===== config.mk =====
export PLATFORM = sky130hd
export DESIGN_NAME = uart_top
export DESIGN_NICKNAME = d
export VERILOG_FILES = /design/src/hw/uart_pkg.sv /design/src/hw/uart_top.sv /design/src/hw/uart_rx.sv /design/src/hw/uart_tx.sv /design/src/hw/uart_config_regs.sv /design/src/hw/uart_baud_gen.sv
export SDC_FILE = /design/constraint.sdc
export NUM_CORES = 1
export LEC_CHECK = 0
export ABC_AREA = 1
export BUFFER_PORTS_ARGS = -buffer_cell sky130_fd_sc_hd__buf_2
export CAP_MARGIN = 20
export CORE_ASPECT_RATIO = 0.75
export CORE_UTILIZATION = 55
export DETAILED_ROUTE_END_ITERATION = 7
export HOLD_SLACK_MARGIN = 0.03
export PLACE_DENSITY = 0.76
export SLEW_MARGIN = 10
export SYNTH_ARGS = -nofsm -noshare
export SYNTH_HDL_FRONTEND = slang
export SYNTH_SLANG_ARGS = --single-unit

===== constraint.sdc =====
create_clock -name i_clock -period 3.13 [get_ports i_clock]
set_input_delay 0.313 -clock i_clock [delete_from_list [all_inputs] [get_ports i_clock]]
set_output_delay 0.313 -clock i_clock [all_outputs]
set_load 0.05 [all_outputs]

===== src/hw/uart_pkg.sv =====
package uart_pkg;

    //////////////////////////////
    // Widths with a meaning
    //////////////////////////////

    // One data byte of a frame.
    typedef logic [7:0] uart_byte_t;

    // Tick position inside one bit, 16 ticks per bit.
    typedef logic [3:0] tick_count_t;

    // Data bit index, LSB first.
    typedef logic [2:0] bit_index_t;

    // Full width of the divisor field.
    typedef logic [15:0] divisor_t;

    //////////////////////////////
    // Encodings
    //////////////////////////////

    typedef enum logic {
        STOP_ONE = 1'b0,
        STOP_TWO = 1'b1
    } stop_bits_t;

    typedef enum logic [1:0] {
        TX_IDLE,
        TX_START,
        TX_DATA,
        TX_STOP
    } tx_state_t;

    typedef enum logic [1:0] {
        RX_IDLE,
        RX_START,
        RX_DATA,
        RX_STOP
    } rx_state_t;

    typedef struct packed {
        divisor_t   divisor;
        stop_bits_t stop_bits;
    } uart_cfg_t;

    typedef struct packed {
        uart_byte_t data;
        logic       frame_error;
        logic       overrun;
    } rx_status_t;

endpackage

===== src/hw/uart_top.sv =====
module uart_top #(
    parameter int DIVISOR_WIDTH = 16
) (
    input  logic                 i_clock,
    input  logic                 i_reset,
    input  logic                 i_cfg_valid,
    input  uart_pkg::uart_cfg_t  i_cfg,
    input  logic                 i_tx_valid,
    input  uart_pkg::uart_byte_t i_tx_data,
    input  logic                 i_rx_ready,
    input  logic                 i_rx,
    output logic                 o_cfg_ready,
    output logic                 o_tx_ready,
    output logic                 o_tx,
    output logic                 o_rx_valid,
    output uart_pkg::rx_status_t o_rx_status
);

    import uart_pkg::*;

    uart_cfg_t cfg;
    logic      baud_tick;
    logic      tx_busy;
    logic      rx_busy;

    uart_config_regs #(
        .DIVISOR_WIDTH(DIVISOR_WIDTH)
    ) u_config_regs (
        .i_clock    (i_clock),
        .i_reset    (i_reset),
        .i_cfg_valid(i_cfg_valid),
        .i_cfg      (i_cfg),
        .i_tx_busy  (tx_busy),
        .i_rx_busy  (rx_busy),
        .o_cfg_ready(o_cfg_ready),
        .o_cfg      (cfg)
    );

    // Divider uses only the low bits of the divisor field.
    uart_baud_gen #(
        .DIVISOR_WIDTH(DIVISOR_WIDTH)
    ) u_baud_gen (
        .i_clock  (i_clock),
        .i_reset  (i_reset),
        .i_divisor(cfg.divisor[DIVISOR_WIDTH-1:0]),
        .o_tick   (baud_tick)
    );

    uart_tx u_tx (
        .i_clock    (i_clock),
        .i_reset    (i_reset),
        .i_tick     (baud_tick),
        .i_stop_bits(cfg.stop_bits),
        .i_valid    (i_tx_valid),
        .i_data     (i_tx_data),
        .o_ready    (o_tx_ready),
        .o_busy     (tx_busy),
        .o_tx       (o_tx)
    );

    uart_rx u_rx (
        .i_clock    (i_clock),
        .i_reset    (i_reset),
        .i_tick     (baud_tick),
        .i_stop_bits(cfg.stop_bits),
        .i_rx       (i_rx),
        .i_ready    (i_rx_ready),
        .o_valid    (o_rx_valid),
        .o_status   (o_rx_status),
        .o_busy     (rx_busy)
    );

endmodule


===== src/hw/uart_rx.sv =====
module uart_rx (
    input  logic                 i_clock,
    input  logic                 i_reset,
    input  logic                 i_tick,
    input  uart_pkg::stop_bits_t i_stop_bits,
    input  logic                 i_rx,
    input  logic                 i_ready,
    output logic                 o_valid,
    output uart_pkg::rx_status_t o_status,
    output logic                 o_busy
);

    import uart_pkg::*;

    rx_state_t   state;
    logic        rx_meta;
    logic        rx_sync;
    logic        rx_prev;
    logic        second_stop;
    tick_count_t tick_cnt;
    bit_index_t  bit_idx;
    uart_byte_t  data_q;
    logic        valid_q;
    rx_status_t  status_q;
    logic        fall;
    logic        mid_start;
    logic        bit_end;
    logic        frame_done;

    assign fall      = rx_prev && !rx_sync;
    assign mid_start = i_tick && (tick_cnt == 4'd7);
    assign bit_end   = i_tick && (tick_cnt == 4'd15);

    // Middle of the first stop bit.
    assign frame_done = (state == RX_STOP) && bit_end && !second_stop;

    assign o_busy   = (state != RX_IDLE);
    assign o_valid  = valid_q;
    assign o_status = status_q;

    // Two-flop synchronizer plus edge history.
    always_ff @(posedge i_clock) begin
        if (!i_reset) begin
            rx_meta <= 1'b1;
            rx_sync <= 1'b1;
            rx_prev <= 1'b1;
        end else begin
            rx_meta <= i_rx;
            rx_sync <= rx_meta;
            rx_prev <= rx_sync;
        end
    end

    //////////////////////////////
    // Frame FSM
    //////////////////////////////

    always_ff @(posedge i_clock) begin
        if (!i_reset) begin
            state       <= RX_IDLE;
            second_stop <= 1'b0;
            tick_cnt    <= '0;
            bit_idx     <= '0;
        end else begin
            if (i_tick) begin
                tick_cnt <= tick_cnt + 4'd1;
            end
            case (state)
                RX_IDLE: begin
                    if (fall) begin
                        state    <= RX_START;
                        tick_cnt <= '0;
                    end
                end
                RX_START: begin
                    // A high line here was a glitch.
                    if (mid_start) begin
                        state    <= rx_sync ? RX_IDLE : RX_DATA;
                        tick_cnt <= '0;
                        bit_idx  <= '0;
                    end
                end
                RX_DATA: begin
                    if (bit_end) begin
                        data_q[bit_idx] <= rx_sync;
                        if (bit_idx == 3'd7) begin
                            state       <= RX_STOP;
                            second_stop <= 1'b0;
                        end else begin
                            bit_idx <= bit_idx + 3'd1;
                        end
                    end
                end
                RX_STOP: begin
                    // Second stop bit is waited out, not checked.
                    if (frame_done && i_stop_bits == STOP_TWO) begin
                        second_stop <= 1'b1;
                    end else if (bit_end) begin
                        state <= RX_IDLE;
                    end
                end
                default: begin
                    state <= RX_IDLE;
                end
            endcase
        end
    end

    //////////////////////////////
    // Holding register
    //////////////////////////////

    always_ff @(posedge i_clock) begin
        if (!i_reset) begin
            valid_q <= 1'b0;
        end else if (frame_done) begin
            valid_q <= 1'b1;
        end else if (valid_q && i_ready) begin
            valid_q <= 1'b0;
        end
    end

    // An unread byte stays, and only gets its overrun bit.
    always_ff @(posedge i_clock) begin
        if (frame_done) begin
            if (valid_q && !i_ready) begin
                status_q.overrun <= 1'b1;
            end else begin
                status_q.data        <= data_q;
                status_q.frame_error <= !rx_sync;
                status_q.overrun     <= 1'b0;
            end
        end
    end

endmodule


===== src/hw/uart_tx.sv =====
module uart_tx (
    input  logic                 i_clock,
    input  logic                 i_reset,
    input  logic                 i_tick,
    input  uart_pkg::stop_bits_t i_stop_bits,
    input  logic                 i_valid,
    input  uart_pkg::uart_byte_t i_data,
    output logic                 o_ready,
    output logic                 o_busy,
    output logic                 o_tx
);

    import uart_pkg::*;

    tx_state_t   state;
    logic        pending;
    logic        second_stop;
    tick_count_t tick_cnt;
    bit_index_t  bit_idx;
    uart_byte_t  data_q;
    logic        tx_q;
    logic        accept;
    logic        bit_end;

    assign o_ready = (state == TX_IDLE) && !pending;
    assign o_busy  = !o_ready;
    assign o_tx    = tx_q;
    assign accept  = o_ready && i_valid;

    // Last tick of the current bit period.
    assign bit_end = i_tick && (tick_cnt == 4'd15);

    // Byte held for the whole frame.
    always_ff @(posedge i_clock) begin
        if (accept) begin
            data_q <= i_data;
        end
    end

    //////////////////////////////
    // Frame FSM
    //////////////////////////////

    always_ff @(posedge i_clock) begin
        if (!i_reset) begin
            state       <= TX_IDLE;
            pending     <= 1'b0;
            second_stop <= 1'b0;
            tick_cnt    <= '0;
            bit_idx     <= '0;
            tx_q        <= 1'b1;
        end else begin
            if (i_tick) begin
                tick_cnt <= tick_cnt + 4'd1;
            end
            case (state)
                TX_IDLE: begin
                    // Start bit is aligned to the next tick.
                    if (accept) begin
                        pending <= 1'b1;
                    end else if (pending && i_tick) begin
                        state    <= TX_START;
                        pending  <= 1'b0;
                        tick_cnt <= '0;
                        tx_q     <= 1'b0;
                    end
                end
                TX_START: begin
                    if (bit_end) begin
                        state   <= TX_DATA;
                        bit_idx <= '0;
                        tx_q    <= data_q[0];
                    end
                end
                TX_DATA: begin
                    if (bit_end) begin
                        if (bit_idx == 3'd7) begin
                            state       <= TX_STOP;
                            second_stop <= 1'b0;
                            tx_q        <= 1'b1;
                        end else begin
                            bit_idx <= bit_idx + 3'd1;
                            tx_q    <= data_q[bit_idx + 3'd1];
                        end
                    end
                end
                TX_STOP: begin
                    if (bit_end) begin
                        if (i_stop_bits == STOP_TWO && !second_stop) begin
                            second_stop <= 1'b1;
                        end else begin
                            state <= TX_IDLE;
                        end
                    end
                end
                default: begin
                    state <= TX_IDLE;
                    tx_q  <= 1'b1;
                end
            endcase
        end
    end

endmodule


===== src/hw/uart_config_regs.sv =====
module uart_config_regs #(
    parameter int DIVISOR_WIDTH = 16
) (
    input  logic                i_clock,
    input  logic                i_reset,
    input  logic                i_cfg_valid,
    input  uart_pkg::uart_cfg_t i_cfg,
    input  logic                i_tx_busy,
    input  logic                i_rx_busy,
    output logic                o_cfg_ready,
    output uart_pkg::uart_cfg_t o_cfg
);

    import uart_pkg::*;

    // Reset defaults.
    localparam divisor_t   DEFAULT_DIVISOR = divisor_t'(3);
    localparam stop_bits_t DEFAULT_STOP    = STOP_ONE;

    // Only the bits the divider counter can hold are kept.
    localparam divisor_t DIVISOR_MASK = divisor_t'({DIVISOR_WIDTH{1'b1}});

    uart_cfg_t cfg_q;
    logic      write_en;

    //////////////////////////////
    // Write port
    //////////////////////////////

    // Both engines idle, so no frame sees a rate change.
    assign o_cfg_ready = !i_tx_busy && !i_rx_busy;
    assign write_en    = i_cfg_valid && o_cfg_ready;

    always_ff @(posedge i_clock) begin
        if (!i_reset) begin
            cfg_q.divisor   <= DEFAULT_DIVISOR;
            cfg_q.stop_bits <= DEFAULT_STOP;
        end else if (write_en) begin
            cfg_q.divisor   <= i_cfg.divisor & DIVISOR_MASK;
            cfg_q.stop_bits <= i_cfg.stop_bits;
        end
    end

    assign o_cfg = cfg_q;

endmodule


===== src/hw/uart_baud_gen.sv =====
module uart_baud_gen #(
    parameter int DIVISOR_WIDTH = 16
) (
    input  logic                     i_clock,
    input  logic                     i_reset,
    input  logic [DIVISOR_WIDTH-1:0] i_divisor,
    output logic                     o_tick
);

    logic [DIVISOR_WIDTH-1:0] count;
    logic [DIVISOR_WIDTH-1:0] divisor_q;

    // Counts divisor down to zero, so one tick every divisor+1 clocks.
    always_ff @(posedge i_clock) begin
        if (!i_reset) begin
            count     <= '0;
            divisor_q <= '0;
        end else begin
            divisor_q <= i_divisor;
            if (i_divisor != divisor_q) begin
                // New rate, restart the period.
                count <= i_divisor;
            end else if (count == '0) begin
                count <= i_divisor;
            end else begin
                count <= count - 1'b1;
            end
        end
    end

    assign o_tick = (count == '0) && (i_divisor == divisor_q);

endmodule


* After elaboration in Yosys (flattened, before gate mapping)
Index checks and enable logic that the tools add are counted.
** Storage, ports and cells
- Output and inout bits :: 14
- Latch bits :: 0
- ROM bits :: 0
- Memories kept :: 0
- Input bits :: 31
- Flip-flop bits (word level) :: 101
- Word-level logic and storage cells :: 164
- Bits in writable memories :: 0
** Operators by class
- $mul :: 0
- Reduce and logical (&&, ||, !) cells :: 44
- Div/mod/pow operators :: 0
- Eq/ne operators :: 30
- Shift operators :: 0
- Add/sub/neg operators :: 5
- Bitwise logic cells :: 1
- $lt $le $gt $ge :: 3
- Mux-type cells :: 58
** Operator list (count)
- two-way mux 16 bit :: 2
- two-way mux 2 bit :: 14
- two-way mux 4 bit :: 7
- != test 2 x 1 -> 1 bit (second input constant) :: 10
- two-way mux 1 bit :: 18
- two-way mux 3 bit :: 6
- logical AND 1 bit :: 17
- equality test 16 bit :: 1
- logical NOT 16 bit :: 1
- != test 16 bit :: 1
- case mux 2 bit (4 select lines) :: 2
- subtractor 16 x 1 -> 16 bit (second input constant) :: 1
- != test 2 bit (second input constant) :: 7
- nonzero test 2 bit :: 7
- case mux 3 bit (2 select lines) :: 2
- AND reduction 4 bit :: 3
- AND reduction 5 bit :: 2
- adder 4 x 1 -> 4 bit (second input constant) :: 2
- bitwise mux 8 bit :: 1
- equality test 2 bit (second input constant) :: 4
- equality test 4 bit (second input constant) :: 2
- less-than comparator 3 x 4 -> 1 bit (second input constant) :: 2
- case mux 4 bit (2 select lines) :: 1
- AND reduction 7 bit :: 1
- 16 further kinds :: 27

* Longest topological paths before layout
- Depth after elaboration :: 8
- Mapped depth :: 15
- Mapped depth without buffers :: 15

* Modules after synthesis
A second synthesis with hierarchy kept.
** Second synthesis, totals
- Cell total of the unflattened synthesis :: 641
- Area, all modules :: 4927.2 sq um
** By module, submodules not included
- uart_baud_gen :: instances 1, sequential area each 640.6 sq um, area each 1719.1 sq um, cells an instance 256
- uart_rx :: instances 1, sequential area each 820.8 sq um, area each 1330.0 sq um, cells an instance 136
- uart_tx :: instances 1, sequential area each 480.5 sq um, area each 1109.8 sq um, cells an instance 140
- uart_config_regs :: instances 1, sequential area each 340.3 sq um, area each 768.2 sq um, cells an instance 109

* Worst setup path after synthesis
No wires, ideal clock.
- Kind :: register to register
- From :: register u_tx.state[0]
- To :: register u_config_regs.cfg_q, in the netlist u_config_regs.o_cfg[14]
- Setup time :: 0.128 ns
- Setup slack :: -0.075 ns
- Period minus slack after synthesis :: 3.205 ns
- Data required time :: 3.002 ns
- Cell stages (with the launch flop) :: 9
- Data arrival time :: 3.076 ns
- Cell sequence :: dfxtp_1 -> inv_1 -> ha_1 -> inv_1 -> nor4_1 -> nand2_1 -> clkbuf_1 -> o21ai_0 -> a21oi_1
** On the way
- Word-level cells in the longest chain between the ends :: 4
** Ends and longest elaborated chain
- start, declared :: RTL line uart_tx.sv:15 : tx_state_t state;
- start signal, assigned :: RTL line uart_tx.sv:46 : state <= TX_IDLE;
- start signal, assigned :: RTL line uart_tx.sv:62 : state <= TX_START;
- start signal, assigned :: RTL line uart_tx.sv:70 : state <= TX_DATA;
- logical NOT 2 bit :: RTL line uart_tx.sv:25 : assign o_ready = (state == TX_IDLE) && !pending;
- logical AND 1 bit :: RTL line uart_tx.sv:25
- logical AND 1 bit :: RTL line uart_config_regs.sv:31 : assign o_cfg_ready = !i_tx_busy && !i_rx_busy;
- named net o_cfg_ready :: RTL line uart_top.sv:12 : output logic o_cfg_ready,
- logical AND 1 bit :: RTL line uart_config_regs.sv:32 : assign write_en = i_cfg_valid && o_cfg_ready;
- end, declared :: RTL line uart_config_regs.sv:23 : uart_cfg_t cfg_q;
The timed path passes the listed nets, and every way through them passes these cells.
A chain may end at the register's enable or synchronous reset.

* Final worst setup path
- From :: register u_baud_gen.count[0]
- To :: register u_rx.status_q, in the netlist u_rx.o_status[4] (enable)
** On the way
- Word-level cells in the longest chain between the ends :: 6
** Ends and longest elaborated chain
- start, declared :: RTL line uart_baud_gen.sv:10 : logic [DIVISOR_WIDTH-1:0] count;
- start signal, assigned :: RTL line uart_baud_gen.sv:22 : count <= i_divisor;
- start signal, assigned :: RTL line uart_baud_gen.sv:24 : count <= i_divisor;
- start signal, assigned :: RTL line uart_baud_gen.sv:26 : count <= count - 1'b1;
- logical NOT 16 bit :: RTL line uart_baud_gen.sv:31 : assign o_tick = (count == '0) && (i_divisor == divisor_q);
- logical AND 1 bit :: RTL line uart_baud_gen.sv:31
- logical AND 1 bit :: RTL line uart_rx.sv:32 : assign bit_end = i_tick && (tick_cnt == 4'd15);
- logical AND 1 bit (2 in a row) :: RTL line uart_rx.sv:35 : assign frame_done = (state == RX_STOP) && bit_end && !second_stop;
- named net u_rx.frame_done :: RTL line uart_rx.sv:28 : logic frame_done;
- AND reduction 2 bit (no source line)
- end, declared :: RTL line uart_rx.sv:24 : rx_status_t status_q;
The timed path passes the listed nets, and every way through them passes these cells.

==> metrics.csv <==
metric;value;unit
outcome;finished, final reports clean;
Seq pwr share;47.9;%
total CTS buffers;9;
Crit path required time;3.13;ns
Slew Viols, Final;0;
Mapped Cells;545;
NetSw;1157;µW
Yosys reg bits;101;
library cells used by synthesis;42;
Via Count;3521;
Root Buffer;clkbuf_8;
setup violators final;0;
Pwr Density;649.7;nW/µm²
initial antenna violation count;0;
Die ar.;8720;µm²
Max Freq;410.9;MHz
ANT cells;0;
global-route wire length before repair;14240;µm
final WL;8228;µm
worst-skew pair later-pin latency;0.36;ns
GRT Total Usage;21.02;%
initial core utilization;57.47;%
fraction of layout cells with a size suffix above 1;19.73;%
H-tree lvl count;3;
CP Class;reg2reg;
CP arrival;2.43;ns
Die Y;81.12;µm
final worst path period need;2.434;ns
Yosys top cell by area;dfxtp_1;
IO Pins;45;
average wire per standard cell;11.70;µm
core area;7988;µm²
Hold Path Class;in2reg;
syn nets;587;
top post-synthesis cells by area;dfxtp_1 33%, edfxtp_1 17%, nand2_1 8.8%;
ys flop type;dfxtp_1;
HPWL after DPL;6177;µm
fin crit share;77.75;%
NumNets Final;635;
Initial DRC Count;193;
chip width;107.5;µm
FP Rows;28;
vias per std cell;5.009;
Post-route DRC;0;
most frequent cells in the layout;108 x nand2_1, 75 x dfxtp_1, 72 x inv_1;
DR pass1 iterations;4;
Peak supply drop;0.5494;mV
final hold vios;0;
Comb pwr share;28.9;%
RSZ-0062 raised after global routing;false;
slew margin rel.;55.17;%
Startpoint Class;flop;
cts hold-fix bufs;0;
Net Sw Frac;34.81;%
average size of a mapped cell;8.423;µm²
Post-CTS Setup Inserts;0;
clock slew at reported path FFs;0.09;ns
Worst Skew;0.008900;ns
post-route antenna net violation count;0;
Post-CTS Resized;0;
post-synthesis sequential area ratio;49.71;%
Post-synth EDFFs;26;
synth-to-layout area growth;11.50;%
Netlist Area Pre-Place;4591;µm²
CTS tree;done;
internal power;2168;µW
Hold Slack;0.1211;ns
largest net degree at the start of global routing;29;
input/output buffers;44;
clock buffer depth;2;
yosys warns;0;
crit path max fanout;9;
asr flop ratio synth;0;%
setup TNS;0;ns
area share of the largest cell type after synthesis;32.71;%
number of global-route vias before repair;3225;
total grt overflow;0;
Critical Path End Type;flop;
max-cap viol count;0;
worst slew pin tran;0.6700;ns
Sink Count;101;
Placer Congestion;0.8713;
Clock power frac;23.3;%
most common cell after layout, fill and taps aside;nand2_1;
P_leak;0.002349;µW
==> flip-flops by register name (all words and copies together), names as in the netlist, 2 cells and up, named ones only <==
register,cells
u_baud_gen.count,16
u_baud_gen.divisor_q,16
u_config_regs.o_cfg,17
u_rx.bit_idx,3
u_rx.data_q,8
u_rx.o_status,10
u_rx.tick_cnt,4
u_tx.bit_idx,3
u_tx.data_q,8
u_tx.state,2
u_tx.tick_cnt,4
==> logic make-up after synthesis <==
| group | synth area share, % |
|---|---|
| fa+ha+maj | 2.998 |
| simple gates | 25.78 |
| mux | 0.4361 |
| compound gates | 10.28 |
| buf+inv | 7.741 |
| xor+xnor | 3.053 |
| flops | 49.71 |
==> cell usage after synthesis (5+ instances only) <==
library cell  instances
nand2_1             108
dfxtp_1              75
inv_1                72
nor2_1               52
a21oi_1              35
edfxtp_1             26
o21ai_0              22
nand3_1              16
xor2_1               14
inv_2                13
nor3_1               13
ha_1                 11
nand2_2              11
nor2_2               11
nand4_1              10
clkbuf_1              6
nor2_4                5
==> per-stage QoR <==
step                      worst slack (ns)  instances  cell area (µm²)  util, %  total power, µW
after global placement              0.7749        687             4927    61.69             2544
after CTS                           0.6725        703             5119    64.08             3354
after global routing                0.4422        703             5119    64.08             3552
final                               0.6964        703             5119    64.08             3325
after detailed placement            0.6867        687             4927    61.69             2583
after floorplan                     0.6600        545             4597        -             2381
==> worst max-delay path: stages, from the launching register on <==
cell     delay [ns]
dfxtp_1        0.34
inv_1          0.08
ha_1           0.17
inv_1          0.08
nor2_4         0.17
nand2_4        0.09
nor2_8         0.14
nand4_4        0.14
nor3_1         0.24
inv_1          0.09
nor2_1         0.52
==> power groups by stage <==
| stage | Sequential [µW] | Clock [µW] | Combinational (µW) |
|---|---|---|---|
| 6_report | 1590 | 774 | 960 |
| 4_1_cts | 1590 | 795 | 967 |
| 2_1_floorplan | 1610 | 0 | 768 |
| 5_1_grt | 1610 | 853 | 1090 |
| 3_5_place_dp | 1620 | 0 | 962 |
| 3_3_place_gp | 1610 | 0 | 930 |
==> final cells by class <==
cell class                 count  area [µm²]
multi-input combinational    350        1959
clock buffer                  13       173.9
inverter                      85       319.1
clock inverter                 3       17.52
tap                          105       131.4
fill                         700        2869
timing repair buffer          46       235.2
sequential                   101        2282
==> worst paths after layout <==
check	start	depth (start not counted)	endpoint	slack, ns
worst min register to register	u_rx.data_q[7]	0	u_rx.o_status[9]	0.42
worst max-delay path	u_baud_gen.count[0]	10	u_rx.o_status[4]	0.70
worst max register to register	u_baud_gen.count[0]	10	u_rx.o_status[4]	0.70
worst min-delay path	i_tx_data[0]	1	u_tx.data_q[0]	0.12
==> layer usage <==
layer	up-vias	wire length [µm]	track usage, %
li1	1847	-	-
met4	0	57	6.712
met2	66	3708	33.85
met3	6	347	5.056
met5	-	0	0
met1	1602	4114	28.03
Power figures use the tool's default switching activity.
